<file path="src/design/enigma_pkg.sv">
/*
  Shared widths, table sizes and word types for the six-bit rotor cipher.
  Modules import this package inside their bodies and name its types by scope in port lists.
*/

package enigma_pkg;

  // ==================================================
  // symbol and table geometry
  // ==================================================

  localparam int SYM_W = 6;

  // plaintext, table entries, ciphertext and rotor offset all share this width
  typedef logic [SYM_W-1:0] sym_t;

  localparam int ROTOR_SLOTS = 64;
  localparam int PLUG_SLOTS  = 32;

  // whitening state after reset
  localparam sym_t LFSR_SEED = sym_t'(1);

  // ==================================================
  // FIFO word
  // ==================================================

  // kind bit on top, set for a rotor-load word, clear for plaintext
  localparam int KIND_BIT = SYM_W;

  typedef logic [SYM_W:0] fifo_word_t;

endpackage

</file>
<file path="src/design/enigma_plugboard_stage.sv">
/*
  Producer stage. Registers each beat, keeps the plugboard pairing table and
  pushes plugboard-swapped plaintext and rotor-load words into the symbol FIFO.
*/

`timescale 1ns/1ns

module enigma_plugboard_stage (
  input  logic                   clk,
  input  logic                   srst_n,
  input  logic                   load,
  input  logic                   table_idx,
  input  logic                   encrypt,
  input  enigma_pkg::sym_t       code_in,
  output logic                   push,
  output enigma_pkg::fifo_word_t push_word
);

  import enigma_pkg::*;

  logic load_q;
  logic encrypt_q;
  logic table_idx_q;
  sym_t code_in_q;

  logic plug_load;
  logic rotor_load;
  sym_t swapped;

  sym_t plug_tbl [PLUG_SLOTS];

  // ==================================================
  // input register
  // ==================================================

  always_ff @(posedge clk) begin
    if (!srst_n) begin
      load_q    <= 1'b0;
      encrypt_q <= 1'b0;
    end else begin
      load_q    <= load;
      encrypt_q <= encrypt;
    end
  end

  always_ff @(posedge clk) begin
    table_idx_q <= table_idx;
    code_in_q   <= code_in;
  end

  // table_idx 1 selects the plugboard, 0 the rotor
  assign plug_load  = load_q && table_idx_q;
  assign rotor_load = load_q && !table_idx_q;

  // ==================================================
  // pairing table
  // ==================================================

  // new symbol enters at slot 0, older ones move up
  always_ff @(posedge clk) begin
    if (plug_load) begin
      for (int i = PLUG_SLOTS - 1; i > 0; i--) begin
        plug_tbl[i] <= plug_tbl[i-1];
      end
      plug_tbl[0] <= code_in_q;
    end
  end

  // slots 2k and 2k+1 are partners
  // scanned from the top so the lowest matching slot is the last to write
  always_comb begin
    swapped = code_in_q;
    for (int k = PLUG_SLOTS / 2 - 1; k >= 0; k--) begin
      if (plug_tbl[2*k+1] == code_in_q) begin
        swapped = plug_tbl[2*k];
      end
      if (plug_tbl[2*k] == code_in_q) begin
        swapped = plug_tbl[2*k+1];
      end
    end
  end

  // ==================================================
  // push to FIFO
  // ==================================================

  always_ff @(posedge clk) begin
    if (!srst_n) begin
      push <= 1'b0;
    end else begin
      push <= encrypt_q || rotor_load;
    end
  end

  // plaintext takes the swapped symbol, rotor loads carry the raw entry
  always_ff @(posedge clk) begin
    if (encrypt_q) begin
      push_word <= {1'b0, swapped};
    end else begin
      push_word <= {1'b1, code_in_q};
    end
  end

endmodule

</file>
<file path="src/design/enigma_symbol_fifo.sv">
/*
  Circular symbol buffer between the plugboard and rotor stages.
  Each pop hands one input credit back to the sender a cycle later.
*/

`timescale 1ns/1ns

module enigma_symbol_fifo #(
  parameter int BUF_DEPTH = 4
) (
  input  logic                   clk,
  input  logic                   srst_n,
  input  logic                   push,
  input  enigma_pkg::fifo_word_t push_word,
  input  logic                   pop,
  output logic                   not_empty,
  output enigma_pkg::fifo_word_t head,
  output logic                   in_credit
);

  import enigma_pkg::*;

  localparam int PTR_W = $clog2(BUF_DEPTH);
  localparam int CNT_W = $clog2(BUF_DEPTH + 1);

  fifo_word_t mem [BUF_DEPTH];

  logic [PTR_W-1:0] wr_ptr;
  logic [PTR_W-1:0] rd_ptr;
  logic [CNT_W-1:0] count;
  logic             do_pop;

  assign not_empty = (count != '0);
  assign head      = mem[rd_ptr];
  assign do_pop    = pop && not_empty;

  // sender credits bound occupancy, so a push always has room
  always_ff @(posedge clk) begin
    if (push) begin
      mem[wr_ptr] <= push_word;
    end
  end

  // pointers wrap on their own since depth is a power of two
  always_ff @(posedge clk) begin
    if (!srst_n) begin
      wr_ptr <= '0;
      rd_ptr <= '0;
      count  <= '0;
    end else begin
      if (push) begin
        wr_ptr <= wr_ptr + 1'b1;
      end
      if (do_pop) begin
        rd_ptr <= rd_ptr + 1'b1;
      end
      case ({push, do_pop})
        2'b10:   count <= count + 1'b1;
        2'b01:   count <= count - 1'b1;
        default: count <= count;
      endcase
    end
  end

  // one credit back per word consumed
  always_ff @(posedge clk) begin
    if (!srst_n) begin
      in_credit <= 1'b0;
    end else begin
      in_credit <= do_pop;
    end
  end

endmodule

</file>
<file path="src/design/enigma_rotor_stage.sv">
/*
  Consumer stage. Holds the rotor A table and its read offset, pops words from
  the symbol FIFO while output credits allow, and drives the whitened ciphertext.
*/

`timescale 1ns/1ns

module enigma_rotor_stage #(
  parameter int OUT_CREDITS = 2
) (
  input  logic                   clk,
  input  logic                   srst_n,
  input  logic                   not_empty,
  input  enigma_pkg::fifo_word_t head,
  input  logic                   out_credit,
  input  enigma_pkg::sym_t       mask,
  output logic                   pop,
  output logic                   lfsr_step,
  output logic                   code_valid,
  output enigma_pkg::sym_t       code_out
);

  import enigma_pkg::*;

  localparam int CNT_W = $clog2(OUT_CREDITS + 1);

  sym_t rotor_tbl [ROTOR_SLOTS];

  sym_t             offset;
  sym_t             head_sym;
  sym_t             rd_addr;
  sym_t             rotor_out;
  logic             head_is_load;
  logic             have_credit;
  logic             load_pop;
  logic             sym_pop;
  logic [CNT_W-1:0] credits;

  // ==================================================
  // pop decision
  // ==================================================

  assign head_is_load = head[KIND_BIT];
  assign head_sym     = head[SYM_W-1:0];
  assign have_credit  = (credits != '0);

  // rotor loads never wait for the receiver
  assign pop       = not_empty && (head_is_load || have_credit);
  assign load_pop  = pop && head_is_load;
  assign sym_pop   = pop && !head_is_load;
  assign lfsr_step = sym_pop;

  // ==================================================
  // rotor table and offset
  // ==================================================

  // newest entry at slot 63, after 64 loads slot i holds load i
  always_ff @(posedge clk) begin
    if (load_pop) begin
      for (int i = 0; i < ROTOR_SLOTS - 1; i++) begin
        rotor_tbl[i] <= rotor_tbl[i+1];
      end
      rotor_tbl[ROTOR_SLOTS-1] <= head_sym;
    end
  end

  // 6-bit add wraps mod 64
  assign rd_addr   = head_sym + offset;
  assign rotor_out = rotor_tbl[rd_addr];

  always_ff @(posedge clk) begin
    if (!srst_n) begin
      offset <= '0;
    end else if (load_pop) begin
      offset <= offset + 1'b1;
    end else if (sym_pop) begin
      // advance by the low two bits of the unmasked output
      offset <= offset + sym_t'(rotor_out[1:0]);
    end
  end

  // ==================================================
  // output and credits
  // ==================================================

  always_ff @(posedge clk) begin
    if (!srst_n) begin
      code_valid <= 1'b0;
    end else begin
      code_valid <= sym_pop;
    end
  end

  // mask is the LFSR state before this symbol's step
  always_ff @(posedge clk) begin
    if (sym_pop) begin
      code_out <= rotor_out ^ mask;
    end
  end

  always_ff @(posedge clk) begin
    if (!srst_n) begin
      credits <= CNT_W'(OUT_CREDITS);
    end else begin
      case ({sym_pop, out_credit})
        2'b10:   credits <= credits - 1'b1;
        2'b01:   credits <= credits + 1'b1;
        default: credits <= credits;
      endcase
    end
  end

endmodule

</file>
<file path="src/design/enigma_whitening_lfsr.sv">
/*
  Six-bit LFSR that supplies the XOR whitening mask.
  Steps once for every symbol the rotor stage emits.
*/

`timescale 1ns/1ns

module enigma_whitening_lfsr (
  input  logic             clk,
  input  logic             srst_n,
  input  logic             lfsr_step,
  output enigma_pkg::sym_t mask
);

  import enigma_pkg::*;

  sym_t state;
  logic feedback;

  // taps at the two top bits
  assign feedback = state[SYM_W-1] ^ state[SYM_W-2];

  always_ff @(posedge clk) begin
    if (!srst_n) begin
      state <= LFSR_SEED;
    end else if (lfsr_step) begin
      state <= {state[SYM_W-2:0], feedback};
    end
  end

  assign mask = state;

endmodule

</file>
<file path="src/design/enigma_top.sv">
/*
  Top level of the six-bit rotor cipher with credit flow control.
  Plugboard stage feeds a symbol FIFO that the rotor stage drains under output credits.
*/

`timescale 1ns/1ns

module enigma_top #(
  parameter int BUF_DEPTH   = 4,
  parameter int OUT_CREDITS = 2
) (
  input  logic             clk,
  input  logic             srst_n,
  input  logic             load,
  input  logic             table_idx,
  input  logic             encrypt,
  input  enigma_pkg::sym_t code_in,
  input  logic             out_credit,
  output logic             code_valid,
  output enigma_pkg::sym_t code_out,
  output logic             in_credit
);

  import enigma_pkg::*;

  logic       push;
  fifo_word_t push_word;
  logic       pop;
  logic       not_empty;
  fifo_word_t head;
  logic       lfsr_step;
  sym_t       mask;

  // ==================================================
  // producer, buffer, consumer
  // ==================================================

  enigma_plugboard_stage u_plugboard_stage (
    .clk       (clk),
    .srst_n    (srst_n),
    .load      (load),
    .table_idx (table_idx),
    .encrypt   (encrypt),
    .code_in   (code_in),
    .push      (push),
    .push_word (push_word)
  );

  enigma_symbol_fifo #(
    .BUF_DEPTH (BUF_DEPTH)
  ) u_symbol_fifo (
    .clk       (clk),
    .srst_n    (srst_n),
    .push      (push),
    .push_word (push_word),
    .pop       (pop),
    .not_empty (not_empty),
    .head      (head),
    .in_credit (in_credit)
  );

  enigma_rotor_stage #(
    .OUT_CREDITS (OUT_CREDITS)
  ) u_rotor_stage (
    .clk        (clk),
    .srst_n     (srst_n),
    .not_empty  (not_empty),
    .head       (head),
    .out_credit (out_credit),
    .mask       (mask),
    .pop        (pop),
    .lfsr_step  (lfsr_step),
    .code_valid (code_valid),
    .code_out   (code_out)
  );

  // whitening mask
  enigma_whitening_lfsr u_whitening_lfsr (
    .clk       (clk),
    .srst_n    (srst_n),
    .lfsr_step (lfsr_step),
    .mask      (mask)
  );

endmodule

</file>
<file path="config.mk">
export PLATFORM = sky130hd
export DESIGN_NAME = enigma_top
export DESIGN_NICKNAME = d
export VERILOG_FILES = /design/src/design/enigma_pkg.sv /design/src/design/enigma_plugboard_stage.sv /design/src/design/enigma_symbol_fifo.sv /design/src/design/enigma_rotor_stage.sv /design/src/design/enigma_whitening_lfsr.sv /design/src/design/enigma_top.sv
export SDC_FILE = /design/constraint.sdc
export NUM_CORES = 1
export LEC_CHECK = 0
export BUFFER_PORTS_ARGS = -buffer_cell sky130_fd_sc_hd__buf_2
export CORE_MARGIN = 4
export CORE_UTILIZATION = 60
export DETAILED_ROUTE_END_ITERATION = 16
export MAX_ROUTING_LAYER = met4
export PLACE_DENSITY = 0.79
export SYNTH_ARGS = -nofsm -noshare
export SYNTH_HDL_FRONTEND = slang
export SYNTH_SLANG_ARGS = --single-unit
</file>
<file path="constraint.sdc">
create_clock -name clk -period 23.6 [get_ports clk]
set_input_delay 3.54 -clock clk [delete_from_list [all_inputs] [get_ports clk]]
set_output_delay 3.54 -clock clk [all_outputs]
set_load 0.01 [all_outputs]
</file>
==> metrics.md, run 1 <==
| Metric | Value |
|---|---|
| Clock skew | approximately 0.017 ns |
| Req. time, crit path | 24.13 ns |
| Nets | around 1,600 |
| PortBufs | 19 |
| Post-Place Cells | 2,146 |
| Critical path type | flop to flop |
| Initial Utilization | around three fifths |
| Hold_buf cts | 0 |
| Synth unique cells | 78 |
| H-tree depth | 2 |
| Vias in the first global route | 14,800 |
| Yosys top cell by area | edfxtp_1 |
| Site Rows | between 70 and 80 |
| Die Y | between 200 and 250 um |
| Hold Vio Cnt, Final | 0 |
| Async SR Flop Fraction | 0% |
| Leak | approximately 9.6 nW |
| Fill count | between 2,000 and 3,000 |
| Final Non-Filler Cells | around 2,300 |
| Max-slew violations | 0 |
| Post-Route WL | about 55 mm |
| CP Capture Type | flop |
| DRT iter0 DRCs | around 1,700 |
| Flops & latches, synth | between 600 and 700 |
| Final min period | approximately 6.1 ns |
| Ranking of synthesized cells by area | edfxtp_1 (66%), mux4_2 (10%), xnor2_1 (3.4%) |
| Most frequent cells in the layout | edfxtp_1 (610), mux4_2 (127), xor2_1 (107) |
| Status | finished clean |
| Wire per inst | about 24 um |
| RSZ-0062 raised after global routing | no |
| Vias | roughly 14,000 |
| Peak VDD IR | 0.000119 V |
| Path depth of the worst reg2reg path | 17 |
| Crit-path max FO | 79 |
| GR peak layer | met2 |
| Placed inst area | roughly 28,000 um^2 |
| Total power | 3.81 mW |
| CP arrival | between 6 and 7 ns |
| CTS buffer count | 61 |
| Max-Cap Viols | 0 |
| Commonest non-fill, non-tap cell in the layout | edfxtp_1 |
| Clk slew on worst S/H paths | 0.07 ns |
| Yosys top cell area share | ~66% |
| Post-synth EDFFs | 610 |
| Largest net degree at the start of global routing | 133 |
| Max Clk Rate | approximately 160 MHz |
| Slew @ Worst Pin | roughly 1.2 ns |
| Clock latency on the worst-skew pair | 0.64 ns |
| Seq/Total Area, Yosys | around 69% |
| Cells after Synth | 1,576 |
| Max-Slew Margin vs Limit | between 20% and 30% |
| # Post-CTS Setup Buffers | 0 |
| Clk sinks | ~650 |
| Slack of the critical path | 17.51 ns |
| DR vias/cell | between 6 and 7 |
| Reg2Reg Capture Point | u_rotor_stage.offset[4] |
| Hold slack final | approximately 0.44 ns |
| Grt total ovfl | 0 |
| Synthesized net count | ~1,600 |
| N_diodes | 0 |
| Met3 Resource Use GR | approximately 3.2% |
| Global-route met1 utilization | between 20 and 30% |
| Setup Viol. Count Final | 0 |
| Period utilization | approximately 26% |
| Area Growth Syn to Fin | 9.59% |
| Chip width | roughly 220 um |
| Die area | just under 50,000 um^2 |
| GRT Total Usage | 22.6% |
| Type of origin of the critical path | flop |
| Clock Path Buffers | 3 |
| Initial antenna violation count | 0 |
| GRT met2 Usage | a little under two fifths |
| Finished Core Util | 66.7% |
| Avg Cell Area, Syn | 17.6 um^2 |
| Setup slack, reg-to-reg | 17.51 ns |
| Core Area | ~45,000 um^2 |
| Drt pass-1 iters | 7 |
| DRC Markers | 0 |
| Fin Setup TNS | 0 ns |
| First-pass GRT wire length | approximately 86 mm |
| Critical Path End | u_rotor_stage.offset[4] |
| Share of post-route cells with drive strength above 1 | between 10% and 20% |
| PwrDens | between 100 and 150 nW/um^2 |
| DP HPWL | about 32 mm |
| Gpl congestion | roughly 0.89 |
| Num ports | 20 |
| Place WS | between 15 and 20 ns |
| CTS-repair resized insts | 0 |
| Post-synth top flop | edfxtp_1 |
| Antenna viol nets, final | 0 |
| TritonCTS clock tree | built |
| CTS root buf | clkbuf_16 |
| Post-route cell area | around 30,000 um^2 |
| YS warnings | 0 |
| Hold/Removal Path Class | flop to flop |
| Area of the mapped netlist | 27,700 um^2 |
==> worst max-delay path, stage by stage, from the launching register on <==
cell	delay, ns
dfxtp_1	0.58
mux4_2	0.61
ha_4	0.19
fa_4	0.94
buf_4	0.91
mux4_2	0.41
mux4_2	0.27
nor2b_1	0.15
a211oi_1	0.07
a21oi_1	0.30
nand2b_1	0.17
ha_1	0.19
inv_1	0.07
fa_1	0.39
nor2_1	0.21
nand3_1	0.14
xnor2_1	0.13
and2_1	0.15
==> worst min-delay path by stage <==
stage / start / to / slack (ns) / depth (start not counted)
CTS: u_rotor_stage.rotor_tbl[10][0] / u_rotor_stage.rotor_tbl[9][0] / 0.44 / 0
detailed placement: u_rotor_stage.rotor_tbl[50][0] / u_rotor_stage.rotor_tbl[49][0] / 0.43 / 0
global route: u_rotor_stage.rotor_tbl[54][5] / u_rotor_stage.rotor_tbl[53][5] / 0.45 / 0
global placement: u_rotor_stage.rotor_tbl[54][5] / u_rotor_stage.rotor_tbl[53][5] / 0.42 / 0
floorplan: u_plugboard_stage.code_in_q[0] / u_plugboard_stage.plug_tbl[0][0] / 0.40 / 0
finish: u_rotor_stage.rotor_tbl[48][4] / u_rotor_stage.rotor_tbl[47][4] / 0.44 / 0
==> power by group <==
| group | internal, mW | switching [mW] | total, mW |
|---|---|---|---|
| logic | 0.495 | 0.548 | 1.04 |
| registers | 1.63 | 0.145 | 1.77 |
| clock network | 0.565 | 0.427 | 0.992 |
| total | 2.69 | 1.12 | 3.81 |
==> layer usage <==
layer  part of all wire, %  routed length (um)  vias up
li1                      -                   -     6310
met1                    40               22100     7382
met2                    51               27900      513
met3                   5.5                2980      117
met4                   3.0                1620        0
met5                     0                   0        -
==> final cells by class <==
| class | count | area [um^2] | area share (%) |
|---|---|---|---|
| flip-flops and latches | 652 | 19200 | 63.1 |
| multi-input cells | 828 | 8050 | 26.5 |
| clock buffers | 80 | 1710 | 5.63 |
| well taps | 600 | 751 | 2.47 |
| clock inverters | 36 | 334 | 1.10 |
| repair buffers | 37 | 230 | 0.758 |
| inverters | 29 | 116 | 0.383 |
==> cell usage after synthesis (17+ instances only) <==
cell type  instances
edfxtp_1         610
mux4_2           127
xnor2_1          108
xor2_1           107
nor2_1            59
nand2_1           45
a21oi_1           42
dfxtp_1           42
inv_1             29
and2_1            24
clkbuf_1          22
nand3_1           22
buf_2             20
nor4_1            18
o21ai_0           17
==> state kept, by name, summed over array words and instances (netlist names), named ones only <==
name,count
u_rotor_stage.code_out,6
u_plugboard_stage.load_q,1
u_rotor_stage.code_valid,1
u_symbol_fifo.wr_ptr,2
u_symbol_fifo.count,3
u_plugboard_stage.table_idx_q,1
u_plugboard_stage.push_word,7
u_symbol_fifo.rd_ptr,2
u_plugboard_stage.encrypt_q,1
u_symbol_fifo.in_credit,1
u_rotor_stage.credits,2
u_plugboard_stage.push,1
u_rotor_stage.offset,6
u_symbol_fifo.mem,28
u_plugboard_stage.code_in_q,6
u_plugboard_stage.plug_tbl,192
u_whitening_lfsr.mask,6
u_rotor_stage.rotor_tbl,384
==> cells by family after synthesis <==
kind of cell	count (synthesis)	share of synthesized area [%]
xor+xnor	215	6.80
fa+ha+maj	16	0.804
mux	151	11.2
simple gates	255	5.07
flops	652	69.2
buf+inv	96	1.93
compound gates	191	4.98
Power figures use the tool's default switching activity.
==> inputs of run 2 (changes only) <==
--- a/config.mk
+++ b/config.mk
@@ -5,6 +5,7 @@
 export SDC_FILE = /design/constraint.sdc
 export NUM_CORES = 1
 export LEC_CHECK = 0
+export ABC_AREA = 1
 export BUFFER_PORTS_ARGS = -buffer_cell sky130_fd_sc_hd__buf_2
 export CORE_MARGIN = 4
 export CORE_UTILIZATION = 60
==> constraint.sdc (replaced) <==
create_clock -name clk -period 6.4 [get_ports clk]
set_input_delay 0.96 -clock clk [delete_from_list [all_inputs] [get_ports clk]]
set_output_delay 0.96 -clock clk [all_outputs]
set_load 0.01 [all_outputs]
==> metrics.md, run 2 <==
| Metric | Value |
|---|---|
| CP Capture Type | flop |
| Simple-Gate Fraction of Synth Area | 18.6% |
| Avg Cell Area, Syn | 10.9 um^2 |
| Status | finished clean |
| PwrDens | around 550 nW/um^2 |
| Leak | approximately 12 nW |
| Critical path type | flop to flop |
| Crit-path max FO | 58 |
| Seq/Total Area, Yosys | 66.5% |
| CTS root buf | clkbuf_16 |
| Max-slew violations | 0 |
| Area of the mapped netlist | around 29,000 um^2 |
| Hold Crit Depth | 0 |
| Gpl congestion | 0.907 |
| XOR/XNOR share of the synthesized area | roughly 2.3% |
| Core Area | approximately 48,000 um^2 |
| Switching Power | 6.79 mW |
| Synthesized net count | approximately 2,700 |
| Clock latency on the worst-skew pair | ~0.6 ns |
| Max Clk Rate | around 210 MHz |
| H-tree depth | 3 |
| Yosys top cell area share | 63.6% |
| Async SR Flop Fraction | 0% |
| Sw Ratio | 38.8% |
| First-pass GRT wire length | about 100 mm |
| DP HPWL | between 30 and 40 mm |
| Clock network power share | 22.7% |
| Compound-Gate Fraction of Synth Area | 7.56% |
| Post-Route WL | around 60 mm |
| Clock Path Buffers | 3 |
| Sequential share of power | around two fifths |
| Flops & latches, synth | between 600 and 700 |
| Antenna viol nets, final | 0 |
| Post-synth EDFFs | 610 |
| YS warnings | 0 |
| DRT iter0 DRCs | 2,288 |
| N_diodes | 0 |
| Hold/Removal Path Class | flop to flop |
| Clock skew | 0.0217 ns |
| Most frequent cells in the layout | nand2_1 (706), edfxtp_1 (610), nor2_1 (220) |
| Slowest CP cell | inv_2 |
| Commonest non-fill, non-tap cell in the layout | nand2_1 |
| DR vias/cell | about 6 |
| Top-count cell post-synth | nand2_1 |
| Share of post-route cells with drive strength above 1 | 7.85% |
| CP arrival | roughly 5.4 ns |
| Ranking of synthesized cells by area | edfxtp_1 (64%), nand2_1 (9.2%), nand3_1 (3.5%) |
| Wire per inst | 18.6 um |
| Most frequent CP cell | inv_2 |
| Comb pwr share | about two fifths |
| Die Y | 227 um |
| Peak VDD IR | around 0.00071 V |
| Slack of the critical path | approximately 1.5 ns |
| Path depth of the worst reg2reg path | 18 |
| Top cells by count, synth | nand2_1 (706), edfxtp_1 (610), nor2_1 (222) |
| Reg2Reg Capture Point | u_rotor_stage.offset[1] |
| Post-synthesis mux area share | 0% |
| Vias in the first global route | slightly below 20,000 |
| Yosys top cell by area | edfxtp_1 |
| Largest regs | u_rotor_stage.rotor_tbl (384), u_plugboard_stage.plug_tbl (192), u_symbol_fifo.mem (28) |
| Drt pass-1 iters | 5 |
| Nets | 2,653 |
| Setup slack, reg-to-reg | 1.54 ns |
| Max-Slew Margin vs Limit | around a quarter |
| Post-synth top flop | edfxtp_1 |
| Place WS | 1.63 ns |
| Site Rows | 80 |
| Synth unique cells | around 50 |
| Min-Delay Endpoint | u_rotor_stage.rotor_tbl[22][4] |
| Largest family of logic cells by synthesized area | simple AND/OR/NAND/NOR gates |
| Initial Utilization | approximately 61% |
| Internal power | 10.7 mW |
| Fill count | 3,228 |
| Setup Viol. Count Final | 0 |
| Hold_buf cts | 0 |
| CTS buffer count | between 60 and 70 |
| Chip width | 227 um |
| Num ports | 20 |
| Period utilization | between 70 and 80% |
| TritonCTS clock tree | built |
| Cells after Synth | ~2,600 |
| Crit-path cells | inv_2 > o21ai_0 > o22ai_1 > ha_4 > fa_4 > xor2_4 > buf_4 > inv_2 > nand2_1 > o211ai_1 > nand3_1 > nand3_1 > nand2_1 > or2_2 > ha_4 > inv_2 > fa_2 > a21oi_1 |
| PortBufs | 19 |
| GRT Total Usage | between 20% and 30% |
| Hold Startpoint | u_rotor_stage.rotor_tbl[23][4] |
| Hold Vio Cnt, Final | 0 |
| DRC Markers | 0 |
| CP peak stage delay | approximately 0.8 ns |
| Grt total ovfl | 0 |
| Req. time, crit path | 6.93 ns |
| Clk slew on worst S/H paths | 0.06 ns |
| Initial antenna violation count | 0 |
| Fin Setup TNS | 0 ns |
| Max reg flops | 384 |
| Die area | between 50,000 and 60,000 um^2 |
| Type of origin of the critical path | flop |
| RSZ-0062 raised after global routing | no |
| Max-Cap Viols | 0 |
| Vias | approximately 20,000 |
| Final min period | about 4.9 ns |
| CTS-repair resized insts | 0 |
| Synth Area in Adders | less than 1% |
| Area Growth Syn to Fin | 9.93% |
| Clk sinks | 652 |
| Largest net degree at the start of global routing | ~200 |
| Slew @ Worst Pin | between 1 and 1.5 ns |
| # Post-CTS Setup Buffers | 0 |
| Register bank with the most flops | u_rotor_stage.rotor_tbl |
## run 2: cell types whose count changed after synthesis, moves of 42 or more
cell	before	now
nand2_1	45	706
nand3_1	22	204
nor2_1	59	222
inv_1	29	178
mux4_2	127	0
xnor2_1	108	9
a21oi_1	42	103
clkbuf_1	22	82
o21ai_0	17	66
a32o_1	0	42
## run 2: kinds of logic (layout without fill, tap and decap cells)
| group | after synthesis | after routing |
|---|---|---|
| xor+xnor | 76 | 76 |
| buf+inv | 306 | 343 |
| compound gates | 323 | 323 |
| flops | 652 | 652 |
| fa+ha+maj | 16 | 16 |
| simple gates | 1264 | 1264 |
## run 2: power groups by stage
stage / Combinational [mW] / Clock, mW / Sequential (mW)
2_1_floorplan: 4.88 / 0 / 6.91
3_3_place_gp: 6.36 / 0 / 6.76
3_5_place_dp: 6.65 / 0 / 6.82
4_1_cts: 6.72 / 4.04 / 6.76
5_1_grt: 7.47 / 4.21 / 6.87
6_report: 6.73 / 3.97 / 6.78
## run 2: per-layer routing
layer  vias up  share of wire (%)  track usage [%]
li1       9213                  -                -
met1      9543                 41             32.3
met2       847                 48             38.0
met3       173                7.5             4.23
met4         0                3.0             8.86
met5         -                  0                -
## run 2: metrics by stage
stage	cell area (um^2)	power (mW)	std cells	utilization (%)	hold WS, ns
6_report	31700	17.5	3289	66.6	0.433
5_1_grt	31700	18.5	3289	66.6	0.436
4_1_cts	31700	17.5	3289	66.6	0.431
3_5_place_dp	29400	13.5	3170	61.9	0.431
3_3_place_gp	29400	13.1	3170	61.9	0.428
2_1_floorplan	28800	11.8	2637	-	0.409
## run 2: final cells by class
cell class	instances	area [um^2]	share of cell area [%]
Multi-Input combinational cell	1679	8500	26.9
Timing Repair Buffer	39	283	0.893
Inverter	185	707	2.23
Clock inverter	25	340	1.08
Tap cell	615	769	2.43
Clock buffer	94	1890	5.98
Sequential cell	652	19200	60.5
## run 2: worst max-delay path by stage
stage	endpoint	start	cells after the start	slack, ns
after floorplan	u_rotor_stage.offset[4]	flop	12	-1.53
after global placement	u_rotor_stage.offset[5]	flop	17	1.82
after detailed placement	u_rotor_stage.offset[5]	flop	17	1.63
after CTS	u_rotor_stage.offset[4]	flop	21	1.59
after global routing	u_rotor_stage.offset[4]	flop	19	1.15
final	u_rotor_stage.offset[1]	flop	18	1.54
## run 2: critical path: cells and delay by family, from the launching register on
family,cells,cell delay [ns]
xor gates and xnor gates,1,0.19
and+or+nand+nor,5,0.87
AOI/OAI and AO/OA,4,0.65
adders and majority gates,4,1.28
DFF,1,0.48
buffers and inverters,4,1.29
==> inputs of run 3 (changes only) <==
--- a/config.mk
+++ b/config.mk
@@ -8,7 +8,7 @@
 export ABC_AREA = 1
 export BUFFER_PORTS_ARGS = -buffer_cell sky130_fd_sc_hd__buf_2
 export CORE_MARGIN = 4
-export CORE_UTILIZATION = 60
+export CORE_UTILIZATION = 57
 export DETAILED_ROUTE_END_ITERATION = 16
 export MAX_ROUTING_LAYER = met4
 export PLACE_DENSITY = 0.79
==> constraint.sdc (replaced) <==
create_clock -name clk -period 4 [get_ports clk]
set_input_delay 0.6 -clock clk [delete_from_list [all_inputs] [get_ports clk]]
set_output_delay 0.6 -clock clk [all_outputs]
set_load 0.01 [all_outputs]
==> metrics.md, run 3 (same netlist as run 2, synthesis figures left out) <==
| Metric | Value |
|---|---|
| Critical path type | flop to flop |
| Final min period | 3.98 ns |
| Commonest non-fill, non-tap cell in the layout | nand2_1 |
| GRT Total Usage | approximately a quarter |
| Vias in the first global route | roughly 20,000 |
| Hold Vio Cnt, Final | 0 |
| CP arrival | 4.47 ns |
| First-pass GRT wire length | between 100 and 150 mm |
| Type of origin of the critical path | flop |
| Area Growth Syn to Fin | 13.6% |
| GR peak layer | met2 |
| RSZ-0062 raised after global routing | yes |
| Critical Path End | u_plugboard_stage.push_word[3] |
| Post-Route WL | about 64 mm |
| Num ports | 20 |
| Clock skew | about 0.018 ns |
| Setup Viol. Count Final | 0 |
| Clk sinks | roughly 650 |
| Share of post-route cells with drive strength above 1 | about an eighth |
| PwrDens | ~900 nW/um^2 |
| Most frequent CP cell | nand3_1 |
| Placed inst area | between 20,000 and 30,000 um^2 |
| Die Y | between 200 and 250 um |
| Hold_buf cts | 0 |
| Clk slew on worst S/H paths | 0.06 ns |
| Post-route cell area | 32,700 um^2 |
| Clock latency on the worst-skew pair | about 0.6 ns |
| Largest net degree at the start of global routing | 118 |
| TritonCTS clock tree | built |
| Path depth of the worst reg2reg path | 41 |
| Hold/Removal Path Class | input port to flop |
| Drt pass-1 iters | 8 |
| Req. time, crit path | around 4.5 ns |
| Nets | ~2,700 |
| Max-slew violations | 0 |
| Multi-input combinational cell area | 8810 um^2 |
| DRT iter0 DRCs | about 2,500 |
| DP HPWL | approximately 38 mm |
| N_diodes | 0 |
| Chip width | between 200 and 250 um |
| Antenna viol nets, final | 0 |
| Largest regs | u_rotor_stage.rotor_tbl (384), u_plugboard_stage.plug_tbl (192), u_symbol_fifo.mem (28) |
| PortBufs | 19 |
| DR vias/cell | roughly 6 |
| Reg area | roughly 19,000 um^2 |
| CTS buffer count | 67 |
| Status | finished clean |
| Period utilization | approximately 100% |
| Max-Slew Margin vs Limit | a little over a third |
| Core Area | 50,100 um^2 |
| Clock Path Buffers | 3 |
| Wire per inst | roughly 19 um |
| Die area | ~54,000 um^2 |
| Setup slack, reg-to-reg | just under 0.02 ns |
| Gpl congestion | between 0.9 and 1 |
| Max reg flops | approximately 380 |
| Slew @ Worst Pin | slightly below 1 ns |
| Initial antenna violation count | 1 |
| Finished Core Util | about two thirds |
| Critical Path Start | u_plugboard_stage.code_in_q[3] |
| Met3 Resource Use GR | 4.00% |
| Fill count | between 3,000 and 4,000 |
| DRC Markers | 0 |
| Grt total ovfl | 0 |
| Total power | roughly 29 mW |
| Vias | around 20,000 |
| Most frequent cells in the layout | nand2_1 (704), edfxtp_1 (610), nor2_1 (217) |
| Reg2Reg Capture Point | u_plugboard_stage.push_word[3] |
| H-tree depth | 3 |
| CP Capture Type | flop |
| Max-Cap Viols | 0 |
| Site Rows | a little over 80 |
| Slowest CP cell | dfxtp_2 |
| Leak | 12.2 nW |
| Initial Utilization | between 50 and 60% |
| Crit-path max FO | 9 |
| Place WS | -0.135 ns |
| Worst r2r src | u_plugboard_stage.code_in_q[3] |
| Register bank with the most flops | u_rotor_stage.rotor_tbl |
| CTS root buf | clkbuf_16 |
| Slack of the critical path | 0.0194 ns |
| Max Clk Rate | between 200 and 300 MHz |
| GRT met2 Usage | 37.3% |
| CP peak stage delay | 0.34 ns |
| Peak VDD IR | about 0.00070 V |
| Global-route met1 utilization | between 30% and 40% |
## run 3: critical path: cells and delay by family (launching register included)
| family | cells | cell delay [ns] |
|---|---|---|
| xor gates and xnor gates | 1 | 0.16 |
| buffers and inverters | 3 | 0.32 |
| DFF | 1 | 0.34 |
| and+or+nand+nor | 37 | 3.04 |
## run 3: worst min-delay path by stage
stage	startpoint	endpoint	slack (ns)	cells after the start
detailed placement	u_rotor_stage.rotor_tbl[28][5]	u_rotor_stage.rotor_tbl[27][5]	0.43	0
global route	code_in[0]	u_plugboard_stage.code_in_q[0]	0.07	1
global placement	u_rotor_stage.rotor_tbl[22][1]	u_rotor_stage.rotor_tbl[21][1]	0.43	0
finish	code_in[0]	u_plugboard_stage.code_in_q[0]	0.09	1
floorplan	u_plugboard_stage.code_in_q[0]	u_plugboard_stage.plug_tbl[0][0]	0.41	0
CTS	code_in[0]	u_plugboard_stage.code_in_q[0]	0.06	1
## run 3: repair_timing
action / CTS / global route
setup endpoints to repair: 5 / 11
buffers inserted: 0 / 12
gates cloned: 0 / 2
gates resized for setup: 4 / 80
pin swaps: 0 / 25
## run 3: layer usage
layer	part of all wire, %	routed length (um)
met5	0	0
met4	2.5	1580
met3	7.3	4660
met2	49	31300
met1	41	26300
## run 3: layout make-up
type	instances	area share (%)
sequential	652	58.6
multi-input combinational	1679	26.9
inverter	185	2.18
clock buffer	91	5.56
clock inverter	30	1.52
tap	672	2.57
timing repair buffer	97	2.62
## run 3: metrics by stage
step | TNS, ns | hold WS [ns] | cells
floorplan | -1115.88 | 0.409 | 2637
global placement | 0 | 0.429 | 3271
detailed placement | -0.290 | 0.432 | 3271
CTS | 0 | 0.0575 | 3392
global route | -2.22 | 0.0687 | 3406
finish | 0 | 0.0936 | 3406
## run 3: report_power, final
part | internal [mW] | total, mW | switching, mW
registers | 10.0 | 10.8 | 0.785
clock network | 3.93 | 6.57 | 2.64
logic | 4.10 | 12.1 | 8.02
total | 18.0 | 29.5 | 11.4
